===== src/common/ft2232_pkg.sv =====
// ======================================================================
// FT2232 host model shared widths, command encodings, header and
// status structs and the default stream configuration
// ======================================================================

package ft2232_pkg;

    // Bus and header field widths
    localparam int FT_DATA_W = 8;
    localparam int FT_LEN_W  = 6;
    localparam int FT_CMD_W  = 2;

    typedef logic [FT_DATA_W-1:0] ft_byte_t;
    typedef logic [FT_LEN_W-1:0]  ft_len_t;

    // Commands sent by the host toward the FPGA
    typedef enum logic [FT_CMD_W-1:0] {
        CMD_SETUP_OUTPUT  = 2'b00,
        CMD_STREAM_OUTPUT = 2'b01,
        CMD_STOP          = 2'b11
    } ft_host_cmd_e;

    // Commands written by the FPGA, 2'b10 is not defined
    typedef enum logic [FT_CMD_W-1:0] {
        CMD_STREAM_CFG   = 2'b00,
        CMD_STREAM_INPUT = 2'b01,
        CMD_STOPPED      = 2'b11
    } ft_dev_cmd_e;

    // Header byte, command in the top two bits
    typedef struct packed {
        logic [FT_CMD_W-1:0] cmd;
        ft_len_t             len;
    } ft_header_t;

    // Stream configuration payload byte
    typedef struct packed {
        logic       channels;
        logic [1:0] io_type;
        logic [2:0] sample_rate;
        logic [1:0] bit_depth;
    } ft_stream_cfg_t;

    // Configuration field codes
    localparam logic       CFG_CHANNELS_STEREO = 1'b1;
    localparam logic [1:0] CFG_IO_TYPE_BNC     = 2'b01;
    localparam logic [2:0] CFG_RATE_48000_HZ   = 3'b011;
    localparam logic [1:0] CFG_BIT_DEPTH_24    = 2'b10;

    localparam ft_stream_cfg_t FT_STREAM_CFG_DEFAULT = '{
        channels:    CFG_CHANNELS_STEREO,
        io_type:     CFG_IO_TYPE_BNC,
        sample_rate: CFG_RATE_48000_HZ,
        bit_depth:   CFG_BIT_DEPTH_24
    };

    typedef enum logic [1:0] {
        HALT_NONE        = 2'b00,
        HALT_MISMATCH    = 2'b01,
        HALT_UNKNOWN_CMD = 2'b10
    } ft_halt_e;

    // Receive side status seen by the testbench
    typedef struct packed {
        ft_halt_e halt;
        logic     stopped;
        ft_byte_t stop_code;
        ft_byte_t expected;
    } ft_host_status_t;

endpackage


===== src/out_path/ft2232_out_sequencer.sv =====
// ======================================================================
// Playback byte stream sequencer: setup, stream packets and stop
// ======================================================================

`timescale 1ns/1ps

module ft2232_out_sequencer #(
    parameter int PACKET_COUNT   = 1,
    parameter int PACKET_PAYLOAD = 60
) (
    input  logic                 fifo_clk_o,
    input  logic                 ft2232_reset_n_i,
    input  logic                 fifo_rxf_n_i,
    input  logic                 fifo_oe_n_i,
    input  logic                 fifo_rd_n_i,
    output ft2232_pkg::ft_byte_t fifo_data_o,
    output logic                 stall_req_o,
    output logic                 out_done_o
);

    localparam int PKT_W = $clog2(PACKET_COUNT + 1);
    localparam ft2232_pkg::ft_len_t PAYLOAD_LEN = ft2232_pkg::ft_len_t'(PACKET_PAYLOAD);
    // Remaining count at which the single stall is taken
    localparam ft2232_pkg::ft_len_t STALL_AT = ft2232_pkg::ft_len_t'(PACKET_PAYLOAD / 2);

    typedef enum logic [2:0] {
        OUT_START_CMD,
        OUT_START_CFG,
        OUT_DATA_CMD,
        OUT_DATA_PAYLOAD,
        OUT_STOP_CMD,
        OUT_IDLE
    } out_state_e;

    out_state_e           state;
    ft2232_pkg::ft_len_t  payload_cnt;
    logic [PKT_W-1:0]     packet_cnt;
    ft2232_pkg::ft_byte_t data_cnt;
    logic                 stall_taken;
    ft2232_pkg::ft_byte_t next_byte;
    logic                 read_xfer;
    logic                 load;

    function automatic ft2232_pkg::ft_byte_t make_header(ft2232_pkg::ft_host_cmd_e cmd,
                                                         ft2232_pkg::ft_len_t len);
        ft2232_pkg::ft_header_t hdr;
        hdr.cmd = cmd;
        hdr.len = len;
        return ft2232_pkg::ft_byte_t'(hdr);
    endfunction

    // Data moves on every edge with RXF#, OE# and RD# all low
    assign read_xfer   = !fifo_rxf_n_i && !fifo_oe_n_i && !fifo_rd_n_i;
    assign stall_req_o = read_xfer && (state == OUT_DATA_PAYLOAD) && !stall_taken &&
                         (payload_cnt == STALL_AT);
    assign load        = read_xfer && (state != OUT_IDLE) && !stall_req_o;
    assign out_done_o  = (state == OUT_IDLE);

    always_comb begin
        case (state)
            OUT_START_CMD:    next_byte = make_header(ft2232_pkg::CMD_SETUP_OUTPUT, 6'd1);
            OUT_START_CFG:    next_byte = ft2232_pkg::FT_STREAM_CFG_DEFAULT;
            OUT_DATA_CMD:     next_byte = make_header(ft2232_pkg::CMD_STREAM_OUTPUT, PAYLOAD_LEN);
            OUT_DATA_PAYLOAD: next_byte = data_cnt;
            OUT_STOP_CMD:     next_byte = make_header(ft2232_pkg::CMD_STOP, 6'd0);
            default:          next_byte = fifo_data_o;
        endcase
    end

    // Output byte register
    always_ff @(posedge fifo_clk_o) begin
        if (load) begin
            fifo_data_o <= next_byte;
        end
    end

    // ==================================================================
    // Stream state machine
    // ==================================================================

    always_ff @(posedge fifo_clk_o, negedge ft2232_reset_n_i) begin
        if (!ft2232_reset_n_i) begin
            state       <= OUT_START_CMD;
            payload_cnt <= '0;
            packet_cnt  <= '0;
            data_cnt    <= '0;
            stall_taken <= 1'b0;
        end else begin
            if (stall_req_o) begin
                stall_taken <= 1'b1;
            end
            if (load) begin
                case (state)
                    OUT_START_CMD: begin
                        packet_cnt <= PKT_W'(PACKET_COUNT);
                        data_cnt   <= '0;
                        state      <= OUT_START_CFG;
                    end
                    OUT_START_CFG: state <= OUT_DATA_CMD;
                    OUT_DATA_CMD: begin
                        payload_cnt <= PAYLOAD_LEN;
                        state       <= OUT_DATA_PAYLOAD;
                    end
                    OUT_DATA_PAYLOAD: begin
                        // Counting bytes carry on into the next packet
                        data_cnt    <= data_cnt + 8'd1;
                        payload_cnt <= payload_cnt - 6'd1;
                        if (payload_cnt == 6'd1) begin
                            packet_cnt <= packet_cnt - 1'b1;
                            state <= (packet_cnt == PKT_W'(1)) ? OUT_STOP_CMD : OUT_DATA_CMD;
                        end
                    end
                    OUT_STOP_CMD: state <= OUT_IDLE;
                    default:      state <= OUT_IDLE;
                endcase
            end
        end
    end

endmodule


===== config.mk =====
export PLATFORM = sky130hd
export DESIGN_NAME = ft2232_out_sequencer
export DESIGN_NICKNAME = d
export VERILOG_FILES = /design/src/common/ft2232_pkg.sv /design/src/out_path/ft2232_out_sequencer.sv
export SDC_FILE = /design/constraint.sdc
export NUM_CORES = 1
export LEC_CHECK = 0
export BUFFER_PORTS_ARGS = -buffer_cell sky130_fd_sc_hd__buf_2
export CORE_ASPECT_RATIO = 0.75
export CORE_MARGIN = 2
export CORE_UTILIZATION = 52
export DETAILED_ROUTE_END_ITERATION = 10
export GPL_TIMING_DRIVEN = 0
export PLACE_DENSITY = 0.74
export SLEW_MARGIN = 40
export SYNTH_ARGS = -nofsm -noshare
export SYNTH_HDL_FRONTEND = slang
export SYNTH_SLANG_ARGS = --single-unit

===== constraint.sdc =====
create_clock -name fifo_clk_o -period 1.7 [get_ports fifo_clk_o]
set_clock_uncertainty 0.1 [all_clocks]
set_input_delay 0.085 -clock fifo_clk_o [delete_from_list [all_inputs] [get_ports fifo_clk_o]]
set_output_delay 0.085 -clock fifo_clk_o [all_outputs]
set_load 0.03 [all_outputs]

* After elaboration in Yosys (flattened, before gate mapping)
Cells that the tools add are included.
** Word-level totals
- Register bits after elaboration :: 27
- Input bits :: 5
- Output and inout port bits :: 10
- Word-level logic and storage cells :: 47
** Operators by class
- Add/subtract/negate cells :: 3
- Eq/ne operators :: 9
- Multiplexer cells :: 8
- Reductions and logical operators :: 21
** Operators with widths (count)
- $pmux 8 s5 :: 1
- $pmux 8 s2 :: 1
- $pmux 3 s4 :: 1
- $pmux 6 s2 :: 1
- $add 8x1->8 const B :: 1
- $reduce_and 2->1 :: 4
- $logic_and 1x1->1 :: 7
- $eq 3x2->1 const B :: 2
- $eq 3x3->1 const B :: 2
- $eq 6x1->1 const B :: 1
- $eq 6x5->1 const B :: 1
- $mux 3 :: 2
- $sub 6x1->6 const B :: 1
- $logic_not 1->1 :: 5
- $reduce_bool 5->1 :: 1
- $reduce_bool 2->1 :: 2
- $eq 3x1->1 const B :: 1
- $logic_not 3->1 :: 1
- $ne 3x3->1 const B :: 1
- $reduce_and 3->1 :: 1
- $ne 2x1->1 const B :: 1
- $pmux 1 s2 :: 1
- $mux 1 :: 1
- $sub 1x1->1 const B :: 1

* Logic depth before layout (Yosys ltp)
- Depth after elaboration :: 9
- Depth in mapped cells :: 7
- Depth with buffers taken out :: 6

* Worst setup path after synthesis
No wires, ideal clock.
- Kind :: register -> register
- From :: reg state[1]
- To :: reg fifo_data_o[0] (enable)
- Setup time :: 0.375 ns
- Arrival :: 1.314 ns
- Required time :: 1.225 ns
- Slack :: -0.090 ns
- Stages on the path, launching flop included :: 5
- Buffers on the path :: 1
- Period minus slack after synthesis :: 1.790 ns
- Path through :: dfrtp_1 -> clkbuf_1 -> o21ai_0 -> nand2_1 -> a21oi_1
** On the way
- Longest elaborated chain between the ends :: 7
- Elaborated cells between the ends (all ways) :: 14
- Those cells by class :: eq/ne (5); reduce/logical (9)
** Ends and longest elaborated chain
- start: declaration :: RTL line ft2232_out_sequencer.sv:35 : out_state_e state;
- start signal: assignment :: RTL line ft2232_out_sequencer.sv:110 : state <= (packet_cnt == PKT_W'(1)) ? OUT_STOP_CMD : OUT_DATA_CMD;
- $eq 3x2->1 :: RTL line ft2232_out_sequencer.sv:54, ft2232_out_sequencer.sv:60
- $logic_and 1x1->1 (3 in series) :: RTL line ft2232_out_sequencer.sv:54 : assign stall_req_o = read_xfer && (state == OUT_DATA_PAYLOAD) && !stall_taken &&
- $logic_not 1->1 :: RTL line ft2232_out_sequencer.sv:56 : assign load = read_xfer && (state != OUT_IDLE) && !stall_req_o;
- $logic_and 1x1->1 :: RTL line ft2232_out_sequencer.sv:56
- $reduce_and 2->1 (no source line) *
- end signal: assignment :: RTL line ft2232_out_sequencer.sv:73 : fifo_data_o <= next_byte;
- end: declaration :: RTL line ft2232_out_sequencer.sv:16 : output ft2232_pkg::ft_byte_t fifo_data_o,
Every way passes the cells marked *; elsewhere a longest branch is shown, timed or not.
A chain may end at the register's enable or synchronous reset.

* Worst setup path in the final report
- From :: reg payload_cnt[0]
- To :: reg data_cnt[4]
** On the way
- Longest elaborated chain between the ends :: 5
** Ends and longest elaborated chain
- start: declaration :: RTL line ft2232_out_sequencer.sv:36 : ft2232_pkg::ft_len_t payload_cnt;
- start signal: assignment :: RTL line ft2232_out_sequencer.sv:107 : payload_cnt <= payload_cnt - 6'd1;
- $eq 6x5->1 :: RTL line ft2232_out_sequencer.sv:55 : (payload_cnt == STALL_AT);
- $logic_and 1x1->1 :: RTL line ft2232_out_sequencer.sv:54
- $logic_not 1->1 :: RTL line ft2232_out_sequencer.sv:56
- $logic_and 1x1->1 :: RTL line ft2232_out_sequencer.sv:56
- $reduce_and 2->1 (no source line)
- end signal: assignment :: RTL line ft2232_out_sequencer.sv:106 : data_cnt <= data_cnt + 8'd1;
- end: declaration :: RTL line ft2232_out_sequencer.sv:38 : ft2232_pkg::ft_byte_t data_cnt;
Every way passes these cells.

==> flow_metrics.tcl <==
set metrics [dict create \
    outcome "finished, violations left" \
    violations "setup timing" \
    die_w_um 65.74 \
    post-place-ws_ns -0.2780 \
    synthAdderAreaFrac 0.03367 \
    synth.yosys.seq_area_share 0.4815 \
    cts_buffers 3 \
    period_minus_slack_ns 1.823 \
    postPlaceCellArea_um2 1623 \
    root_buffer "clkbuf_8" \
    synth-seq-cells 27 \
    hold_viol 0 \
    synthCells 144 \
    crit_chain "inv_2 > ha_4 > nand4_1 > o211a_1 > buf_6 > a21oi_4 > a2bb2oi_1" \
    synthToLayoutAreaGrowth_pct 20.71 \
    start_kind "register" \
    synth_most_common_cell "dfrtp_1" \
    start_util 0.5583 \
    antenna_found_initial 0 \
    setup_violations 12 \
    syn_nets 153 \
    yosysTopAreaCell "dfrtp_1" \
    design_power_total_mw 2.645 \
    drive_gt1_frac 0.2941 \
    synthTopCellsByArea "dfrtp_1, edfxtp_1, a21oi_1" \
    drv_cap 0 \
    clk_path_buf_depth 2 \
    avgSynthCellArea_um2 10.32 \
    worstMarginPinSlew_ns 0.4305 \
    std_cell_rows 16 \
    placed_cells 194 \
    ys.flop_type "dfrtp_1" \
    crit_arrival_ns 1.93 \
    fmax_ghz 0.5487 \
    fin_ws_ns -0.1226 \
    hp-class "in -> reg" \
    post_drt_wl_per_cell_um 15.87 \
    nNetsFinal 180 \
    clkSinkCount 27 \
    post-dp-hpwl_um 2185 \
    synth_async_sr_flop_share 0.7037 \
    ys_warn_count 0 \
    gp_congestion 0.8686 \
    synth_top_area_share 0.3199 \
    cts_tree "yes" \
    power.density_nw_per_um2 1474 \
    htreeDepth 1 \
    holdWs_ns 0.06945 \
    port_buffers 14 \
    grt_max_degree 20 \
    track_usage 0.2252 \
    fin_cells 206 \
    io-pin-count 15 \
    synth-compound-area-share 0.1768 \
    rsz0062_at_grt "yes" \
    drtAntennaViolNets 0 \
    die-height_um 50.30 \
    vias_per_cell 5.932 \
    synth-simple-area-share 0.2618 \
    first_global_vias 1209 \
    overflow 0 \
    syn-cell-area_um2 1486 \
    critical_path_peak_fanout 10 \
    dieArea_um2 3306 \
    cp-end-kind "register" \
    required_ns 1.81 \
    slowest_stage "dfrtp_1" \
    slowest_delay_ns 0.40 \
    path_clk_slew_ns 0.10 \
    post-route-period-util 1.072 \
    synth_xor_area_frac 0 \
    post-route-cell-area_um2 1794 \
    drt_first_iter_violations 92 \
    via_count 1222 \
    drc 0 \
    synth_edf_count 8 \
    drv_slew 0 \
    ir_drop_mv 0.9432 \
    wl_um 3270 \
    synth_common_cells "dfrtp_1, a21oi_1, nand2_1" \
    diodes 0 \
    yosysUniqueCellTypes 47 \
    synth_top_family_by_area "simple AND/OR/NAND/NOR gates" \
    worstSkewPairLatency_ns 0.28 \
    synthMuxAreaShare 0.007576 \
    power_leakage_nw 0.7992 \
    critPathKind "reg -> reg" \
    first_pass_iters 4 \
    placeableCoreArea_um2 2663 \
    grt_pass1_wl_um 5720 \
    slew_headroom 0.7130 \
]
## power by group
part | leakage (nW) | switching [mW] | internal [mW]
Combinational | 0.459 | 0.674 | 0.525
Clock | 0.0217 | 0.212 | 0.167
Sequential | 0.319 | 0.187 | 0.880
Total | 0.799 | 1.07 | 1.57
## cell families (layout without fill, tap and decap cells)
group                      Yosys count  count (layout)
AOI/OAI and AO/OA                   37              37
adders and majority gates            4               4
buffers and inverters               12              38
DFF                                 27              27
muxes                                1               1
and+or+nand+nor                     63              63
## sequential cells by signal (all words and copies together) (netlist names)
name	cells
fifo_data_o	8
packet_cnt	1
payload_cnt	6
data_cnt	8
state	3
stall_taken	1
## metrics by stage
step	utilization	TNS, ns
floorplan	-	0
global route	0.6739	-2.145
finish	0.6739	-1.064
detailed placement	0.6095	-2.577
CTS	0.6612	-0.9363
global placement	0.6095	-2.173
## metal layers
| metal | share of wire | vias to the layer above | GRT usage |
|---|---|---|---|
| met2 | 0.47 | 29 | 0.3670 |
| met4 | 0.0073 | 0 | 0.03125 |
| met5 | 0 | - | 0 |
| met1 | 0.47 | 605 | 0.3168 |
| met3 | 0.054 | 4 | 0.04933 |
| li1 | - | 584 | - |
## critical path, delay by kind of cell (launching register included)
family,cells,cell delay (ns)
fa+ha+maj,1,0.12
buf+inv,2,0.22
compound gates,3,0.72
flops,1,0.40
simple gates,1,0.20
## final cells by class
| type | count | area [µm²] |
|---|---|---|
| Tap cell | 36 | 45.04 |
| Sequential cell | 27 | 718.2 |
| Clock buffer | 3 | 41.29 |
| Clock inverter | 1 | 7.507 |
| Fill cell | 200 | 868.3 |
| Timing Repair Buffer | 22 | 142.6 |
| Inverter | 6 | 22.52 |
| Multi-Input combinational cell | 105 | 772.0 |
| Buffer | 6 | 45.04 |
## cell usage in the layout, fill, tap and decap left out, types with 4 or more instances in the layout
cell,instances
dfrtp_1,17
buf_2,15
nand2_1,10
a21oi_1,9
edfxtp_1,8
nor2_1,7
nand2b_1,6
nor3_1,6
buf_4,6
inv_1,5
and3_1,5
buf_6,4
## final timing paths
path	start	end	slack [ns]	cells past startpoint
worst max-delay path	payload_cnt[0]$_DFFE_PN0P_	data_cnt[4]$_DFFE_PN0P_	-0.12	7
worst min-delay path	fifo_rd_n_i	state[1]$_DFFE_PN0P_	0.07	3
worst max register to register	payload_cnt[0]$_DFFE_PN0P_	data_cnt[4]$_DFFE_PN0P_	-0.12	7
worst min register to register	stall_taken$_DFFE_PN0P_	stall_taken$_DFFE_PN0P_	0.38	1
max in group asynchronous	ft2232_reset_n_i	payload_cnt[2]$_DFFE_PN0P_	1.01	2
min in group asynchronous	ft2232_reset_n_i	stall_taken$_DFFE_PN0P_	0.17	2
## repair_timing
item                                    4_1_cts  5_1_grt
pin swaps                                     6        4
setup buffers                                 6        1
hold buffers                                  1        0
endpoints found under the setup margin       22       26
endpoints found under the hold margin        19        0
gates resized for setup                      12        9
No activity file was read; power rests on OpenSTA's default activity.
